### src/include/glcd_macros.svh
`ifndef GLCD_MACROS_SVH
`define GLCD_MACROS_SVH

// Panel geometry of the two-controller 128x64 LCD
`define GLCD_WIDTH       128  // Pixels across both halves
`define GLCD_HALF_COLS   64   // Columns driven by one chip select
`define GLCD_PAGES       8    // Eight-row pages

// Frame store contents
`define GLCD_NUM_IMAGES  2    // Images cycled on the panel

// Wait between erase or image and the next image, in enable periods
`define GLCD_IDLE_CYCLES 300

// Panel instruction codes
`define GLCD_CMD_ON         8'h3F  // Display on
`define GLCD_CMD_START_LINE 8'hC0  // Start line 0
`define GLCD_CMD_SET_PAGE   8'hB8  // Base, page number added
`define GLCD_CMD_SET_Y      8'h40  // Base, column added

`endif

### src/hdl/glcd_pkg.sv
package glcd_pkg;

  typedef logic [7:0]  byte_t;        // Panel and memory data
  typedef logic [10:0] store_addr_t;  // {image, row, byte-in-row}
  typedef logic [0:0]  image_t;       // Image index
  typedef logic [2:0]  page_t;        // Page index
  typedef logic [5:0]  col_t;         // Column within a half

  // Panel sequencing
  typedef enum logic [3:0] {
    INIT_ON,    // Display on to both halves
    INIT_LINE,  // Start line to both halves
    ERASE,      // Clear every page
    IDLE,       // Wait before the next image
    REQUEST,    // Block handshake with the transposer
    SEND_PAGE,  // Page address for the block
    SEND_Y,     // Column address 0
    SEND_DATA,  // 64 column bytes
    NEXT        // Step to the next image
  } ctrl_state_t;

endpackage

### src/hdl/block_transposer.sv
`timescale 1ns/1ps
`include "glcd_macros.svh"

module block_transposer (
  input  logic                  clk,
  input  logic                  rst_n,
  input  logic                  blk_req,
  input  glcd_pkg::image_t      blk_image,
  input  glcd_pkg::page_t       blk_page,
  input  logic                  blk_half,
  output logic                  blk_ack,
  output glcd_pkg::store_addr_t rd_addr,
  input  glcd_pkg::byte_t       rd_byte,
  input  glcd_pkg::col_t        col_sel,
  output glcd_pkg::byte_t       col_byte
);

  // One block is 8 rows of 8 bytes, which is also 64 reads
  localparam glcd_pkg::col_t LAST_READ = glcd_pkg::col_t'(`GLCD_HALF_COLS - 1);

  logic           busy;    // Issuing store reads
  glcd_pkg::col_t rd_cnt;  // {row, byte} being addressed
  logic           rd_vld;  // rd_byte carries a block byte
  glcd_pkg::col_t rd_idx;  // {row, byte} of the byte in rd_byte
  logic           start;

  glcd_pkg::byte_t cols [`GLCD_HALF_COLS];  // Transposed column bytes

  // New block only once the previous handshake has fully closed
  assign start = blk_req && !busy && !rd_vld && !blk_ack;

  // Image, row within the page, half, then byte within the half
  assign rd_addr = {blk_image, blk_page, rd_cnt[5:3], blk_half, rd_cnt[2:0]};

  always_ff @(posedge clk or negedge rst_n)
  begin
    if (!rst_n)
    begin
      busy    <= 1'b0;
      rd_cnt  <= '0;
      rd_vld  <= 1'b0;
      rd_idx  <= '0;
      blk_ack <= 1'b0;
    end
    else
    begin
      rd_vld <= busy;    // Store read latency
      rd_idx <= rd_cnt;
      if (start)
      begin
        busy   <= 1'b1;
        rd_cnt <= '0;
      end
      else if (busy)
      begin
        rd_cnt <= rd_cnt + 1'b1;
        if (rd_cnt == LAST_READ)
        begin
          busy <= 1'b0;
        end
      end
      // Ack once the last byte has been scattered, hold until req drops
      if (rd_vld && rd_idx == LAST_READ)
      begin
        blk_ack <= 1'b1;
      end
      else if (!blk_req)
      begin
        blk_ack <= 1'b0;
      end
    end
  end

  // Byte b of row r feeds bit r of columns b*8 .. b*8+7
  always_ff @(posedge clk)
  begin
    if (rd_vld)
    begin
      for (int i = 0; i < 8; i++)
      begin
        cols[{rd_idx[2:0], 3'(i)}][rd_idx[5:3]] <= rd_byte[7 - i];  // MSB to lowest column
      end
    end
  end

  assign col_byte = cols[col_sel];

  // Ack follows a live request, never a dropped one
  a_ack_needs_req: assert property (
    @(posedge clk) disable iff (!rst_n)
    $rose(blk_ack) |-> blk_req
  ) else $error("blk_ack rose without blk_req");

  // The controller holds the block coordinates for the whole request
  a_req_stable: assert property (
    @(posedge clk) disable iff (!rst_n)
    blk_req && $past(blk_req) |-> $stable({blk_image, blk_page, blk_half})
  ) else $error("block coordinates changed during blk_req");

endmodule

### config.mk
export PLATFORM = sky130hd
export DESIGN_NAME = block_transposer
export DESIGN_NICKNAME = d
export VERILOG_FILES = /design/src/hdl/glcd_pkg.sv /design/src/hdl/block_transposer.sv
export VERILOG_INCLUDE_DIRS = /design/src /design/src/include
export SDC_FILE = /design/constraint.sdc
export NUM_CORES = 1
export LEC_CHECK = 0
export BUFFER_PORTS_ARGS = -buffer_cell sky130_fd_sc_hd__clkbuf_2
export CORE_MARGIN = 2
export CORE_UTILIZATION = 25
export CTS_BUF_LIST = sky130_fd_sc_hd__clkbuf_8
export CTS_CLUSTER_DIAMETER = 40
export DETAILED_ROUTE_END_ITERATION = 7
export PLACE_DENSITY_LB_ADDON = 0.08
export SETUP_SLACK_MARGIN = 0.1
export SLEW_MARGIN = 20
export SYNTH_ARGS = -nofsm -noshare
export SYNTH_HDL_FRONTEND = slang
export SYNTH_SLANG_ARGS = --single-unit
### constraint.sdc
create_clock -name clk -period 3 [get_ports clk]
set_clock_uncertainty 0.15 [all_clocks]
set_input_delay 0.6 -clock clk [delete_from_list [all_inputs] [get_ports clk]]
set_output_delay 0.6 -clock clk [all_outputs]
set_load 0.01 [all_outputs]
---- Yosys cells after proc, flatten, opt, wreduce, memory -nomap -nowiden ----
Memories as Yosys holds them, arrays and structs flattened.
Cells that the tools add are included.
cells by class
  $add $sub $neg .......................... 1
  magnitude comparators ................... 2
  eq/ne operators ......................... 3
  muxes and demuxes ....................... 11
  reduce and logical (&&, ||, !) cells .... 9
operators by type and width
  cell                   count
  $eq A6 B6 Y1 const B   2
  $mux W6                2
  $mux W8                1
  $mux W1                7
  $add A6 B1 Y6 const B  1
  $logic_and A1 B1 Y1    5
  $lt A3 B4 Y1 const B   1
  $demux W1 S3           1
  $ge A3 B1 Y1 const B   1
  $logic_not A1 Y1       3
  $ne A2 B1 Y1 const B   1
  $reduce_bool A2 Y1     1
word-level totals
  flip-flop bits (word level) ............. 15
  RAM bits ................................ 512
  input port bits ......................... 22
  output and inout bits ................... 20
  word-level logic and storage cells ...... 32
  memories kept ........................... 1
memory list
  memory  words  bits a word  read ports  clocked after memory_dff  wr ports  line                    RTL
  cols    64     8            1           0                         8         block_transposer.sv:27  glcd_pkg::byte_t cols [`GLCD_HALF_COLS];

---- Longest topological paths before layout ----
  word-level depth ........................ 5
  depth in mapped cells ................... 9
  depth with buffers taken out ............ 5

---- Worst setup path before layout ----
OpenSTA, ideal clock, no wires.
  path type ............................... input-to-output
  start point ............................. in col_sel[1]
  end point ............................... out col_byte[5]
  arrival time ............................ 2.077 ns
  required time ........................... 2.250 ns
  slack ................................... 0.173 ns
  cell stages on the path ................. 7
  path buffers ............................ 2
  cells stage by stage .................... buf_2 buf_2 mux4_2 nor2b_1 a2111oi_1 nor3_1 a22o_1
between the ends
  word-level cells in the longest chain between the ends .. 1
RTL lines
  item                line                    RTL
  start: declaration  block_transposer.sv:14  input glcd_pkg::col_t col_sel,
  $mem_v2 Z64 W8      --
  end: declaration    block_transposer.sv:15  output glcd_pkg::byte_t col_byte
No other way between the ends.

---- Worst setup path after layout ----
  start point ............................. mem cols[0][0] (netlist name)
  end point ............................... out col_byte[0]
between the ends
  word-level cells in the longest chain between the ends .. 1
RTL lines
  item                line
  start: declaration  block_transposer.sv:27
  $mem_v2 Z64 W8      --
No other way between the ends.

==> out/metrics.csv <==
stage,metric,value,unit
setup_path,rr_startpoint,rd_idx[4],
synth,synthCells,974,
finish,design_area,26260,sq um
timing,setup_slack,-0.2986,ns
timing,worst_pin_slew,0.6935,ns
finish,nFillCells,7898,
floorplan,die_y,291.0,um
setup_path,r2r_slack,0.64,ns
power,peakVddDrop,466.1,uV
timing,fin_crit_sh,110.0,%
finish,final_util,32.08,%
synth,ys_ff_latch,527,
floorplan,die-area,84710,sq um
grt,antenna_found_initial,2,
synth,synth_warnings,0,
synth,synth_edf_count,512,
placement,place_congestion,0.6937,
synth,synth_nets,997,
timing,fin_crit,3.299,ns
synth,ys_top_cells_by_count,"edfxtp_1, mux4_2, nor2_1",
clock_network,insertion_delay,0.68,ns
timing,rsz0062_at_grt,yes,
setup_path,worst_ep_required_time,2.25,ns
detailed_routing,wl_per_cell,24.99,um
grt,track_usage,14.33,%
synth,synthMostInstantiatedCell,edfxtp_1,
setup_path,arrival,2.55,ns
setup_path,critical_path.max_fanout,1,
detailed_routing,first_pass_iters,4,
clock_network,cts_tree,yes,
clock_network,cts-root-buf,clkbuf_8,
outcome,failed_checks,setup timing,
synth,ys_types,47,
setup_path,criticalPathCategory,reg -> out,
clock_network,clkTransAtPathRegs,0.06,ns
finish,drive_gt1_share,39.97,%
detailed_routing,dr.first_iter.drc_count,748,
synth,yosys.area.top_type,edfxtp_1,
synth,synthesis.area,20600,sq um
setup_path,cp-end-kind,primary output,
setup_path,cp-startpoint,cols[0][0],
floorplan,start_util,25.17,%
detailed_routing,routed_wl,60.68,mm
finish,regArea,15750,sq um
synth,yosysTopAreaCellShare,74.64,%
placement,pre_cts_ws,-0.4521,ns
grt,grt_pass1_vias,11813,
timing,relSlewSlack,53.64,%
setup_path,worstRegToRegCells,4,
power,powerDensity,710.1,nW/um^2
detailed_routing,dr_total_vias,10768,
placement,io_buffers,31,
synth,async_reset_ff_share,2.846,%
power,leakagePower,8.783,nW
clock_network,cts_buffer_depth,3,
synth,yosys_most_used_dff,edfxtp_1,
detailed_routing,ant_nets,0,
finish,areaGrowthSynthToFinish,27.47,%
clock_network,cts_buffers,107,
detailed_routing,viasPerCell,4.435,
timing,fmax,303.2,MHz
setup_path,r2r-end,cols[9][3],
setup_path,start_kind,flop,
timing,slew_violations,0,
min_path,min_path_type,in -> async,
floorplan,core,81850,sq um
floorplan,die_width,291.0,um
synth,synth_seq_area_share,76.46,%
clock_network,cts_max_level,3,
grt,grt_max_degree,65,
synth,synth.avg_cell_area,21.15,sq um
detailed_routing,drc,0,
placement,placed_area,23400,sq um
timing,setup_violations,8,
placement,dp_hpwl,36.00,mm
synth,synth_area_leaders,"edfxtp_1, mux4_2, mux4_1",
floorplan,ioPinCount,42,
outcome,status,"finished, violations left",
timing,final_hold_viol_count,0,
grt,grt_pass1_wl,86.23,mm
finish,multi_input_area,4616,sq um
job,cap_viol_max_count,0,
clock_network,clock-sinks,527,
grt,grt-ovfl-total,0,
finish,nNetsFinal,1296,
floorplan,rows,105,
## layout make-up
class / instances / area share [%]
tap: 1070 / 5.099
inverter: 3 / 0.04289
timing repair buffer: 249 / 8.959
antenna: 2 / 0.01906
clock inverter: 85 / 2.707
sequential: 527 / 59.99
clock buffer: 107 / 5.609
multi-input combinational: 385 / 17.58
## worst max-delay path by stage
stage	to	cells past startpoint
global route	col_byte[0]	7
detailed placement	col_byte[0]	8
floorplan	col_byte[5]	7
finish	col_byte[0]	7
CTS	col_byte[0]	6
global placement	col_byte[1]	9
## metal layers
| layer | vias up | global-route usage, % | routed length [um] |
|---|---|---|---|
| met1 | 5755 | 18.93 | 27340 |
| met3 | 100 | 3.169 | 2400 |
| li1 | 4704 | - | - |
| met4 | 0 | 3.854 | 1329 |
| met2 | 209 | 23.76 | 29610 |
| met5 | - | 0 | 0 |
## cells by family (layout without fill, tap and decap cells)
kind of cell	count (synthesis)	after routing	synth area share (%)
flops	527	527	76.46
compound gates	84	84	2.940
buf+inv	62	444	1.998
other cells	0	2	0
simple gates	157	157	3.541
fa+ha+maj	1	1	0.06073
xor+xnor	4	4	0.1701
mux	139	139	14.83
## repair_timing
item	CTS	global route
endpoints found under the hold margin	16	0
buffers inserted	16	11
pin swaps	14	13
setup endpoints to repair	8	8
cloned	4	2
hold buffers	2	0
resized for setup	49	22
## power breakdown
part	internal (mW)	total, mW	switching (mW)
combinational	0.848	2.25	1.40
sequential	8.60	8.82	0.222
clock	4.44	7.58	3.14
total	13.9	18.6	4.76
## state kept, by name (all words and copies together) (netlist names)
name / count
blk_ack: 1
busy: 1
cols: 512
rd_cnt: 6
rd_idx: 6
rd_vld: 1
## stage by stage
step / hold slack (ns) / setup TNS (ns) / power (mW) / std cells
after global routing: 0.1858 / -2.415 / 19.47 / 2428
after global placement: 0.3095 / -3.128 / 11.16 / 2199
after detailed placement: 0.3020 / -3.044 / 11.16 / 2199
after CTS: 0.1611 / -2.094 / 18.95 / 2413
final: 0.2233 / -1.489 / 18.65 / 2428
after floorplan: 0.1544 / 0 / 9.897 / 974
## critical path, cell delays in order (launching register included)
cell and delay [ns]:
edfxtp_1 0.36, mux4_1 0.48, nor2b_1 0.17, a2111oi_4 0.23
buf_4 0.17, nor3_2 0.05, a22o_1 0.28, clkbuf_2 0.14
## cells in the final DEF, fill, tap and decap left out, drive strengths merged, types with 13 or more instances in the layout
cell    count
nor2       74
bufinv     13
o21ai      13
o22ai      18
clkinv     40
clkbuf    126
mux4      128
nand3      19
edfxtp    512
inv        31
dfrtp      15
nand2      21
buf       227
nor2b      13
Note: power is estimated with default switching activity, not from simulation.
