$ cat config.mk
export PLATFORM = sky130hd
export DESIGN_NAME = glcd_ctrl
export DESIGN_NICKNAME = d
export VERILOG_FILES = /design/src/hdl/glcd_pkg.sv /design/src/hdl/glcd_ctrl.sv
export VERILOG_INCLUDE_DIRS = /design/src /design/src/include
export SDC_FILE = /design/constraint.sdc
export NUM_CORES = 1
export LEC_CHECK = 0
export BUFFER_PORTS_ARGS = -buffer_cell sky130_fd_sc_hd__buf_2
export CORE_MARGIN = 4
export CORE_UTILIZATION = 42
export CTS_CLUSTER_SIZE = 30
export DETAILED_ROUTE_END_ITERATION = 10
export HOLD_SLACK_MARGIN = 0.06
export SLEW_MARGIN = 20
export SYNTH_ARGS = -nofsm -noshare
export SYNTH_HDL_FRONTEND = slang
export SYNTH_SLANG_ARGS = --single-unit
$ cat constraint.sdc
create_clock -name clk -period 3.6 [get_ports clk]
set_clock_uncertainty 0.1 [all_clocks]
set_input_delay 0.18 -clock clk [delete_from_list [all_inputs] [get_ports clk]]
set_output_delay 0.18 -clock clk [all_outputs]
set_load 0.005 [all_outputs]
$ cat src/include/glcd_macros.svh
`ifndef GLCD_MACROS_SVH
`define GLCD_MACROS_SVH

// Panel geometry of the two-controller 128x64 LCD
`define GLCD_WIDTH       128  // Pixels across both halves
`define GLCD_HALF_COLS   64   // Columns driven by one chip select
`define GLCD_PAGES       8    // Eight-row pages

// Frame store contents
`define GLCD_NUM_IMAGES  2    // Images cycled on the panel

// Wait between erase or image and the next image, in enable periods
`define GLCD_IDLE_CYCLES 300

// Panel instruction codes
`define GLCD_CMD_ON         8'h3F  // Display on
`define GLCD_CMD_START_LINE 8'hC0  // Start line 0
`define GLCD_CMD_SET_PAGE   8'hB8  // Base, page number added
`define GLCD_CMD_SET_Y      8'h40  // Base, column added

`endif

$ cat src/hdl/glcd_pkg.sv
package glcd_pkg;

  typedef logic [7:0]  byte_t;        // Panel and memory data
  typedef logic [10:0] store_addr_t;  // {image, row, byte-in-row}
  typedef logic [0:0]  image_t;       // Image index
  typedef logic [2:0]  page_t;        // Page index
  typedef logic [5:0]  col_t;         // Column within a half

  // Panel sequencing
  typedef enum logic [3:0] {
    INIT_ON,    // Display on to both halves
    INIT_LINE,  // Start line to both halves
    ERASE,      // Clear every page
    IDLE,       // Wait before the next image
    REQUEST,    // Block handshake with the transposer
    SEND_PAGE,  // Page address for the block
    SEND_Y,     // Column address 0
    SEND_DATA,  // 64 column bytes
    NEXT        // Step to the next image
  } ctrl_state_t;

endpackage

$ cat src/hdl/glcd_ctrl.sv
`timescale 1ns/1ps
`include "glcd_macros.svh"

module glcd_ctrl (
  input  logic                  clk,
  input  logic                  rst_n,
  input  logic                  run,
  output logic                  blk_req,
  output glcd_pkg::image_t      blk_image,
  output glcd_pkg::page_t       blk_page,
  output logic                  blk_half,
  input  logic                  blk_ack,
  output glcd_pkg::col_t        col_sel,
  input  glcd_pkg::byte_t       col_byte,
  output logic                  lcd_en,
  output logic                  lcd_di,
  output logic                  lcd_rw,
  output logic [1:0]            lcd_cs,
  output glcd_pkg::byte_t       lcd_data
);

  localparam int IDLE_W = $clog2(`GLCD_IDLE_CYCLES);

  localparam logic [IDLE_W-1:0] IDLE_LAST  = IDLE_W'(`GLCD_IDLE_CYCLES - 1);
  localparam glcd_pkg::page_t   PAGE_LAST  = glcd_pkg::page_t'(`GLCD_PAGES - 1);
  localparam glcd_pkg::col_t    COL_LAST   = glcd_pkg::col_t'(`GLCD_HALF_COLS - 1);
  localparam glcd_pkg::image_t  IMAGE_LAST = glcd_pkg::image_t'(`GLCD_NUM_IMAGES - 1);
  localparam logic [6:0]        ERASE_LAST = 7'(`GLCD_HALF_COLS + 1);  // Two commands, 64 bytes

  glcd_pkg::ctrl_state_t state, state_next;
  glcd_pkg::page_t       page, page_next;
  logic                  half, half_next;    // 0 left, 1 right
  glcd_pkg::col_t        col, col_next;
  glcd_pkg::image_t      image, image_next;
  logic [IDLE_W-1:0]     idle_cnt, idle_cnt_next;
  logic [6:0]            erase_step, erase_step_next;
  logic                  blk_req_next;
  logic                  lcd_di_next;
  logic [1:0]            lcd_cs_next;
  glcd_pkg::byte_t       lcd_data_next;

  assign blk_image = image;
  assign blk_page  = page;
  assign blk_half  = half;
  assign col_sel   = col;
  assign lcd_rw    = 1'b0;  // Write only

  always_comb
  begin
    state_next      = state;
    page_next       = page;
    half_next       = half;
    col_next        = col;
    image_next      = image;
    idle_cnt_next   = idle_cnt;
    erase_step_next = erase_step;
    blk_req_next    = blk_req;
    lcd_di_next     = lcd_di;
    lcd_cs_next     = lcd_cs;
    lcd_data_next   = lcd_data;
    if (!lcd_en)  // One step per enable period
    begin
      lcd_di_next   = 1'b0;  // Idle transfer unless overridden
      lcd_cs_next   = 2'b00;
      lcd_data_next = `GLCD_CMD_ON;
      case (state)
        glcd_pkg::INIT_ON:
        begin
          if (run)
          begin
            lcd_cs_next = 2'b11;
            state_next  = glcd_pkg::INIT_LINE;
          end
        end
        glcd_pkg::INIT_LINE:
        begin
          lcd_cs_next     = 2'b11;
          lcd_data_next   = `GLCD_CMD_START_LINE;
          page_next       = '0;
          erase_step_next = '0;
          state_next      = glcd_pkg::ERASE;
        end
        glcd_pkg::ERASE:
        begin
          lcd_cs_next = 2'b11;  // Both halves at once
          if (erase_step == 7'd0)
          begin
            lcd_data_next = `GLCD_CMD_SET_PAGE + {5'd0, page};
          end
          else if (erase_step == 7'd1)
          begin
            lcd_data_next = `GLCD_CMD_SET_Y;  // Column 0
          end
          else
          begin
            lcd_di_next   = 1'b1;
            lcd_data_next = '0;
          end
          if (erase_step == ERASE_LAST)
          begin
            erase_step_next = '0;
            if (page == PAGE_LAST)
            begin
              page_next     = '0;
              idle_cnt_next = '0;
              state_next    = glcd_pkg::IDLE;
            end
            else
            begin
              page_next = page + 1'b1;
            end
          end
          else
          begin
            erase_step_next = erase_step + 1'b1;
          end
        end
        glcd_pkg::IDLE:
        begin
          if (idle_cnt == IDLE_LAST)
          begin
            page_next  = '0;
            half_next  = 1'b0;
            state_next = glcd_pkg::REQUEST;
          end
          else
          begin
            idle_cnt_next = idle_cnt + 1'b1;
          end
        end
        glcd_pkg::REQUEST:
        begin
          // Raise only after the last ack has gone, drop on ack
          if (!blk_req && !blk_ack)
          begin
            blk_req_next = 1'b1;
          end
          else if (blk_req && blk_ack)
          begin
            blk_req_next = 1'b0;
            state_next   = glcd_pkg::SEND_PAGE;
          end
        end
        glcd_pkg::SEND_PAGE:
        begin
          lcd_cs_next   = {half, ~half};
          lcd_data_next = `GLCD_CMD_SET_PAGE + {5'd0, page};
          state_next    = glcd_pkg::SEND_Y;
        end
        glcd_pkg::SEND_Y:
        begin
          lcd_cs_next   = {half, ~half};
          lcd_data_next = `GLCD_CMD_SET_Y;
          col_next      = '0;
          state_next    = glcd_pkg::SEND_DATA;
        end
        glcd_pkg::SEND_DATA:
        begin
          lcd_cs_next   = {half, ~half};
          lcd_di_next   = 1'b1;
          lcd_data_next = col_byte;
          col_next      = col + 1'b1;
          if (col == COL_LAST)
          begin
            half_next  = ~half;
            state_next = glcd_pkg::REQUEST;
            if (half)  // Right half done, page complete
            begin
              if (page == PAGE_LAST)
              begin
                state_next = glcd_pkg::NEXT;
              end
              else
              begin
                page_next = page + 1'b1;
              end
            end
          end
        end
        glcd_pkg::NEXT:
        begin
          image_next    = (image == IMAGE_LAST) ? '0 : image + 1'b1;
          page_next     = '0;
          idle_cnt_next = '0;
          state_next    = glcd_pkg::IDLE;
        end
        default:
        begin
          state_next = glcd_pkg::INIT_ON;
        end
      endcase
    end
  end

  always_ff @(posedge clk or negedge rst_n)
  begin
    if (!rst_n)
    begin
      state      <= glcd_pkg::INIT_ON;
      page       <= '0;
      half       <= 1'b0;
      col        <= '0;
      image      <= '0;
      idle_cnt   <= '0;
      erase_step <= '0;
      blk_req    <= 1'b0;
      lcd_en     <= 1'b0;
      lcd_di     <= 1'b0;
      lcd_cs     <= 2'b00;
      lcd_data   <= `GLCD_CMD_ON;
    end
    else
    begin
      state      <= state_next;
      page       <= page_next;
      half       <= half_next;
      col        <= col_next;
      image      <= image_next;
      idle_cnt   <= idle_cnt_next;
      erase_step <= erase_step_next;
      blk_req    <= blk_req_next;
      lcd_en     <= ~lcd_en;  // Free running enable
      lcd_di     <= lcd_di_next;
      lcd_cs     <= lcd_cs_next;
      lcd_data   <= lcd_data_next;
    end
  end

  // Bus changes land as lcd_en rises, so they hold across the falling edge
  a_bus_on_low_en: assert property (
    @(posedge clk) disable iff (!rst_n)
    $changed({lcd_di, lcd_rw, lcd_cs, lcd_data}) |-> $past(lcd_en) == 1'b0
  ) else $error("panel bus changed outside the lcd_en low phase");

  // Four-phase rule, a new request waits for the old ack to fall
  a_req_after_ack: assert property (
    @(posedge clk) disable iff (!rst_n)
    $rose(blk_req) |-> !$past(blk_ack)
  ) else $error("blk_req rose while blk_ack was high");

endmodule

Yosys cells after proc, flatten, opt, wreduce, memory -nomap -nowiden
Cells that the tools add are included.
Word-level totals
  bits in latches: 0
  memory bits (read-only): 0
  register bits: 44
  input bits: 12
  memory bits (writable): 0
  output and inout port bits: 25
  word-level logic and storage cells: 104
  memories: 0
Operators by class
  reductions and logical operators: 23
  bitwise gates (word level): 2
  multiply operators: 0
  muxes and demuxes: 38
  $lt $le $gt $ge: 0
  shifts and indexed selects: 0
  div/mod/pow operators: 0
  add/subtract/negate cells: 6
  equality and inequality tests: 23
Operators by type and width (count)
  $pmux W8 S5: 1
  $mux W4: 9
  $pmux W4 S9: 1
  $mux W9: 3
  $pmux W9 S3: 1
  $ne A2 B2 Y1 const B: 10
  $mux W3: 6
  $eq A4 B3 Y1 const B: 4
  $mux W7: 2
  $pmux W7 S2: 1
  $pmux W3 S4: 1
  $pmux W6 S2: 1
  $add A9 B1 Y9 const B: 1
  $eq A9 B9 Y1 const B: 1
  $add A8 B3 Y8 const A: 1
  $eq A4 B2 Y1 const B: 2
  $mux W8: 1
  $reduce_and A8 Y1: 1
  $reduce_bool A2 Y1: 4
  $add A7 B1 Y7 const B: 1
  $eq A7 B1 Y1 const B: 1
  $eq A7 B7 Y1 const B: 1
  $logic_not A7 Y1: 1
  $mux W1: 7
  23 further kinds: 30

Logic depth before layout (Yosys ltp)
Gate-level depths: netlist (run 1).
  depth after elaboration: 5
  gate-level depth with buffers: 8
  mapped depth without buffers: 7

Worst setup path before layout (run 1)
No wires, ideal clock.
  kind: reg-to-reg
  from: register erase_step[3]
  to: register lcd_data[0]
  period minus slack after synthesis: 2.084 ns
  path buffers: 1
  setup time: 0.068 ns
  cell stages (with the launch flop): 7
  data arrival time: 1.916 ns
  data required time: 3.432 ns
  setup slack: 1.516 ns
  cells stage by stage: dfrtp_1 > or4_1 > buf_2 > or4_4 > a21oi_4 > a221oi_2 > a21oi_2
Between the ends
  word-level cells in the longest chain between the ends: 3
Ends and longest elaborated chain
  from (decl): RTL line glcd_ctrl.sv:36  | logic [6:0] erase_step, erase_step_next;
  from (signal assigned): RTL line glcd_ctrl.sv:220  | erase_step <= erase_step_next;
  $logic_not A7 Y1: RTL line glcd_ctrl.sv:86  | if (erase_step == 7'd0)
  $mux W8: RTL line glcd_ctrl.sv:86
  $pmux W8 S5: RTL line glcd_ctrl.sv:66  | case (state)
  to (signal assigned): RTL line glcd_ctrl.sv:210  | lcd_data <= `GLCD_CMD_ON;
  to (signal assigned): RTL line glcd_ctrl.sv:225  | lcd_data <= lcd_data_next;
  to (decl): RTL line glcd_ctrl.sv:19  | output glcd_pkg::byte_t lcd_data
No other way between the ends.
A chain may end at the register's enable or synchronous reset.

Worst setup path after layout (run 1)
  from: register state[1]
  to: register idle_cnt[2]
Between the ends
  word-level cells in the longest chain between the ends: 3
  elaborated cells on any way between the ends: 9
  those cells by class: 6 x eq/ne; 1 x mux; 2 x reduce/logical
Ends and longest elaborated chain
  from (decl): RTL line glcd_ctrl.sv:30  | glcd_pkg::ctrl_state_t state, state_next;
  from (signal assigned): RTL line glcd_ctrl.sv:199  | state <= glcd_pkg::INIT_ON;
  from (signal assigned): RTL line glcd_ctrl.sv:214  | state <= state_next;
  $eq A4 B2 Y1 / $eq A4 B4 Y1 (equally long branches): RTL line glcd_ctrl.sv:66
  $ne A2 B2 Y1 (no source line) / $reduce_bool A3 Y1 (equally long branches)
  $reduce_and A5 Y1 (no source line)
  to (signal assigned): RTL line glcd_ctrl.sv:219  | idle_cnt <= idle_cnt_next;
  to (decl): RTL line glcd_ctrl.sv:35  | logic [IDLE_W-1:0] idle_cnt, idle_cnt_next;
Parallel ways exist; a longest one is shown, timed or not.

==> flow_summary.ini, run 1 <==
[clocking]
cts_buffer_depth = 2
ctsResizeCount = 0
cts_made_buffers = 5
clkTransAtPathRegs_ns = 0.08
root_buffer = clkbuf_8
clk-insertion-delay-late_ns = 0.30
ctsHoldBuffers = 6
htree_num_levels = 2
cts_tree = done
clock_sinks = 44
post_cts_buffers = 0

[critical_path]
critPathLaunchType = register
slowest_delay_ns = 0.72
path_max_fanout = 23
crit_path_top_delay_cell = dfrtp_1
cp_num_buf_inv = 0
crit_family = simple AND/OR/NAND/NOR gates
cp_cell_sequence = nor4b_1 > o22ai_2 > o211ai_1 > or2_0 > o21ai_0
cp-end-kind = register
cp_data_required_time_ns = 3.66
critical_path_arrival_ns = 2.72
worstSetupPathType = register to register

[timing]
fin_crit_sh_pct = 73.69
rsz0062_at_grt = no
relSlewSlack_pct = 51.38
setup_viol = 0
drv_slew = 0
period_needed_ns = 2.653
final_hold_viol_count = 0
worst_slew_pin_slew_ns = 0.7261
tns_ns = 0
max_clock_freq_ghz = 0.3769

[finish]
layout.nets = 341
final_cell_mix = dfrtp_1, buf_2, o21ai_0
drive_above_1_share_pct = 20.87
antenna_cells = 0
utilization_pct = 49.38
multi_input_area_um2 = 1368
final_common_cell = dfrtp_1
final_cell_area_um2 = 2975
regArea_um2 = 1109
fill_cells = 580
syn_to_final_growth_pct = 11.70

[floorplanning]
num_rows = 28
die_x_um = 87.64
core-area_um2 = 6026
start_util_pct = 44.21
ios = 37
die_h_um = 87.64
dieArea_um2 = 7681

[logic_synthesis]
synth.distinct_cells = 61
syn_inst = 287
synth_flop_cell = dfrtp_1
synthesis.nets = 308
synth-edff-count = 0
ys_async_sr_fraction_pct = 100.0
yosysTopAreaCell = dfrtp_1
synth.avg_cell_area_um2 = 9.282
netlist_area_um2 = 2664
yosys-top-cells-area = dfrtp_1, dfstp_2, o21ai_0, ha_1, nand2_1
ys_ff_latch = 44
yosys_warnings = 0
ys_seq_area_share_pct = 41.62
synth_top_cell_area_share_pct = 35.70

[min_path]
hold_path_class = primary input to register

[routing]
viasPerCell = 5.475
avgRoutedWirePerCell_um = 14.94
drt_iter0_drc = 165
antenna_left = 0
vias = 2168
drc = 0
drt_pre_antenna_iters = 4
routed_wl_um = 5917

[power_and_ir_drop]
power_density_nw_per_um2 = 587.0
p_leak_nw = 1.355
peakVddDrop_v = 0.0003192
report.power.total_mw = 1.747

[global_route]
gr-usage-all-layers_pct = 16.69
antenna_found_initial = 0
grt-ovfl-total = 0
grt_pass1_vias = 2092
grt_pass1_wl_um = 10160
grt_max_degree = 45

[place]
hpwl_um = 4153
portBuffers = 35
gp_congestion = 0.8129
placed_area_um2 = 2820

[run_status]
outcome = complete, no violations

[job]
cap_violations = 0
## power by group
group	internal, mW	switching, mW	leakage, nW
clock network	0.153	0.174	0.0510
logic	0.286	0.312	0.742
registers	0.641	0.180	0.562
total	1.08	0.666	1.36
## worst register-to-register path, stage by stage (launching register included)
cell and delay [ns]:
dfrtp_1 0.72, nor4b_1 0.55, o22ai_2 0.17, o211ai_1 0.36
or2_0 0.48, o21ai_0 0.16
## stage by stage
step                hold slack (ns)  worst slack [ns]  cells
CTS                         0.06850            0.9368    396
detailed placement           0.2876            0.9598    382
floorplan                   -0.2156             1.516    287
finish                      0.07074            0.9471    396
global placement             0.2827             1.050    382
global route                0.08314            0.5889    396
## sequential cells by signal (all words and copies together), names as in the netlist
signal	flops
state	4
blk_half	1
blk_req	1
idle_cnt	9
erase_step	7
blk_image	1
lcd_di	1
col_sel	6
lcd_cs	2
blk_page	3
lcd_en	1
lcd_data	8
## synth_stat cells (all sizes together), types with 2 or more instances
cell type  count
a31oi          4
a22o           2
buf           12
nor2b          3
a2bb2oi        3
o31ai          9
o211ai         2
xnor2          2
inv           15
nand4b         2
nor2          18
mux2           3
dfstp          6
or4            2
a221oi         3
o21ai         29
nor3           7
ha             9
nand2b         8
o21bai         2
nand4          4
nand3         10
or2            3
a21o           3
nand2         27
dfrtp         38
xor2           3
o22ai          2
mux2i          3
clkbuf         5
and2           2
nor3b          2
o21a           4
a21oi         11
and3           6
nor4           7
## per-layer routing
layer  track usage [%]  part of all wire, %  vias to the layer above
li1                  -                    -                     1103
met1             23.50                   49                      999
met2             26.03                   45                       60
met3             3.293                  5.3                        6
met4             4.881                 0.98                        0
met5                 0                    0                        -
## cell type report
| cell class | instances | area share (%) |
|---|---|---|
| Clock inverter | 2 | 0.3364 |
| Inverter | 16 | 2.019 |
| Multi-Input combinational cell | 210 | 45.96 |
| Timing Repair Buffer | 43 | 8.495 |
| Sequential cell | 44 | 37.26 |
| Clock buffer | 6 | 2.775 |
| Tap cell | 75 | 3.154 |
## path summary, 6_finish.rpt
kind,start,to,slack [ns],depth (start not counted)
worst min-delay path,col_byte[1],lcd_data[1]$_DFFE_PN1N_,0.07,3
worst min register to register,lcd_data[0]$_DFFE_PN1N_,lcd_data[0]$_DFFE_PN1N_,0.37,2
worst max register to register,state[1]$_DFFE_PN0P_,idle_cnt[2]$_DFFE_PN0P_,0.95,5
min in group asynchronous,rst_n,col_sel[5]$_DFFE_PN0P_,0.31,2
worst max-delay path,state[1]$_DFFE_PN0P_,idle_cnt[2]$_DFFE_PN0P_,0.95,5
max in group asynchronous,rst_n,erase_step[6]$_DFFE_PN0P_,2.70,2
## kinds of logic (layout without fill, tap and decap cells)
family / Yosys count / after routing / synth area share [%]
other: 1 / 1 / 0.1408
adders and majority gates: 9 / 9 / 4.227
xor gates and xnor gates: 5 / 5 / 1.644
and+or+nand+nor: 107 / 107 / 21.28
AOI/OAI and AO/OA: 82 / 82 / 21.65
buffers and inverters: 33 / 67 / 7.045
DFF: 44 / 44 / 41.62
muxes: 6 / 6 / 2.395
No activity file was read; power rests on OpenSTA's default activity.
==> run 2: changes to the inputs <==
--- a/config.mk
+++ b/config.mk
@@ -6,6 +6,7 @@
 export SDC_FILE = /design/constraint.sdc
 export NUM_CORES = 1
 export LEC_CHECK = 0
+export ABC_AREA = 1
 export BUFFER_PORTS_ARGS = -buffer_cell sky130_fd_sc_hd__buf_2
 export CORE_MARGIN = 4
 export CORE_UTILIZATION = 42
==> constraint.sdc (replaced) <==
create_clock -name clk -period 2.7 [get_ports clk]
set_clock_uncertainty 0.1 [all_clocks]
set_input_delay 0.135 -clock clk [delete_from_list [all_inputs] [get_ports clk]]
set_output_delay 0.135 -clock clk [all_outputs]
set_load 0.005 [all_outputs]
==> run 2 against run 1 <==
  * Sequential share of layout area fell by 1.8 points
  * Hold slack improved by 0.021 ns
  * Largest cell class unchanged
  * Non-clock buffer count fell by 1
  * Largest power group unchanged
  * Critical path type unchanged
  * Design area rose by 5.1%
==> flow_summary.ini, run 2 <==
[run_status]
outcome = complete, no violations

[timing]
tns_ns = 0
relSlewSlack_pct = 60.90
holdWs_ns = 0.09187
setup_viol = 0
fin_crit_sh_pct = 74.08
max_clock_freq_ghz = 0.5000
rsz0062_at_grt = no
worst_slew_pin_slew_ns = 0.5859
period_needed_ns = 2.000
final_hold_viol_count = 0
drv_slew = 0

[finish]
largest_register_ffs = 9
syn_to_final_growth_pct = 13.64
reg.largest.list = idle_cnt: 9 flops, lcd_data: 8 flops, erase_step: 7 flops
layout.nets = 449
final_common_cell = nand2_1
utilization_pct = 49.26
drive_above_1_share_pct = 18.41
final_cell_mix = nand2_1, nor2_1, inv_1
antenna_cells = 0
top_register = idle_cnt

[routing]
drt_pre_antenna_iters = 4
viasPerCell = 4.875
drt_iter0_drc = 120
avgRoutedWirePerCell_um = 12.32
vias = 2467
antenna_left = 0
routed_wl_um = 6235
drc = 0

[logic_synthesis]
yosys-top-cells-area = dfrtp_1, nand2_1, nor2_1, dfstp_2, inv_1
synthTopCellsByCount = nand2_1, nor2_1, inv_1
yosys_warnings = 0
ys_async_sr_fraction_pct = 100.0
yosysMostFrequentCell = nand2_1
netlist_area_um2 = 2753
ys_seq_area_share_pct = 40.27
synth_flop_cell = dfrtp_1
synth.avg_cell_area_um2 = 7.113
ys_ff_latch = 44
synthesis.nets = 408
synth.distinct_cells = 35
syn_inst = 387
synth_top_cell_area_share_pct = 34.55
yosysTopAreaCell = dfrtp_1
synth-edff-count = 0

[critical_path]
path_max_fanout = 18
critical_path_arrival_ns = 2.09
cp-end-kind = register
rr_worst_depth = 8
rrSetupSlack_ns = 0.70
worstSetupPathType = register to register
cp_data_required_time_ns = 2.79
critPathLaunchType = register
reg2reg_to = idle_cnt[1]$_DFFE_PN0P_
r2r-start = state[2]$_DFFE_PN0P_

[floorplanning]
core-area_um2 = 6350
dieArea_um2 = 7913
die_x_um = 88.96
ios = 37
start_util_pct = 43.35
num_rows = 29
die_h_um = 88.96

[clocking]
ctsHoldBuffers = 5
clock_sinks = 44
root_buffer = clkbuf_8
htree_num_levels = 2
post_cts_buffers = 0
clk-insertion-delay-late_ns = 0.29
clkTransAtPathRegs_ns = 0.09
cts_buffer_depth = 2
cts_made_buffers = 5
ctsResizeCount = 0
cts_tree = done

[place]
hpwl_um = 4606
portBuffers = 35
gp_congestion = 0.8677

[job]
cap_violations = 0

[global_route]
grt_max_degree = 45
gr-usage-all-layers_pct = 17.34
antenna_found_initial = 0
grt_pass1_vias = 2352
grt_pass1_wl_um = 10830
grt-ovfl-total = 0

[min_path]
hold_depth = 5
min_from = col_byte[1]
hold_path_class = primary input to register
whs_endpoint = lcd_data[1]$_DFFE_PN1N_

[power_and_ir_drop]
p_leak_nw = 1.565
report.power.total_mw = 2.392
peakVddDrop_v = 0.0005646
power_density_nw_per_um2 = 764.7
==> run 2: cell types whose count changed after synthesis, moves of 5 or more <==
cell | previous run | this run
o31ai_1 | 9 | 2
nand2_2 | 0 | 5
nor2_1 | 18 | 57
nand3_1 | 10 | 28
inv_1 | 15 | 41
nand2b_1 | 8 | 0
nor4_1 | 7 | 0
nand4_1 | 4 | 10
o21ai_0 | 29 | 16
nor2_2 | 0 | 6
and3_1 | 5 | 0
o21ai_2 | 0 | 9
nand2_1 | 27 | 121
==> run 2: worst max path at each step <==
stage | startpoint | endpoint | slack (ns) | cells after the start
detailed placement | state[2]$_DFFE_PN0P_ | idle_cnt[1]$_DFFE_PN0P_ | 0.69 | 8
global placement | state[2]$_DFFE_PN0P_ | idle_cnt[1]$_DFFE_PN0P_ | 0.76 | 8
global route | state[2]$_DFFE_PN0P_ | idle_cnt[6]$_DFFE_PN0P_ | 0.48 | 8
CTS | state[2]$_DFFE_PN0P_ | idle_cnt[1]$_DFFE_PN0P_ | 0.67 | 8
floorplan | erase_step[1]$_DFFE_PN0P_ | idle_cnt[8]$_DFFE_PN0P_ | 1.10 | 10
finish | state[2]$_DFFE_PN0P_ | idle_cnt[1]$_DFFE_PN0P_ | 0.70 | 8
==> run 2: where the power goes <==
group	total [mW]	internal [mW]	switching (mW)	leakage (nW)
Combinational	0.976	0.349	0.628	0.949
Sequential	0.980	0.845	0.136	0.570
Clock	0.435	0.209	0.226	0.0455
Total	2.39	1.40	0.989	1.56
==> run 2: final cells by class <==
type | instances | area (um^2)
Sequential cell | 44 | 1109
Tap cell | 77 | 96.34
Inverter | 45 | 168.9
Timing Repair Buffer | 42 | 242.7
Clock buffer | 8 | 90.09
Multi-Input combinational cell | 290 | 1421
Fill cell | 647 | 3222
==> run 2: critical path: stages, from the launching register on <==
cell and delay [ns]:
dfrtp_1 0.41, inv_1 0.13, nand2_2 0.13, nor2_2 0.40
nand2_1 0.17, nand2_1 0.13, nand3_4 0.22, nand2_1 0.14
o21ai_2 0.06
==> run 2: cell families (layout without fill, tap and decap cells) <==
family          Yosys count  after routing  synth area share (%)
flops                    44             44                 40.27
xor+xnor                  4              4                 1.273
fa+ha+maj                 9              9                 4.091
compound gates           38             38                 8.728
other cells               1              1                0.1362
simple gates            238            238                 37.41
buf+inv                  53             95                 8.090
==> run 2: routing by layer <==
metal  global-route usage [%]  part of all wire [%]  vias up
met3                    3.041                   3.0        4
met5                        0                     0        -
met2                    27.67                    47       39
met4                    4.601                  0.87        0
li1                         -                     -     1305
met1                    24.44                    49     1119
==> run 2: stage by stage <==
step	std cells	worst slack [ns]	area, um^2
final	506	0.6999	3128
after CTS	506	0.6694	3126
after floorplan	387	1.100	2753
after global routing	506	0.4797	3128
after detailed placement	493	0.6859	2985
after global placement	493	0.7554	2985
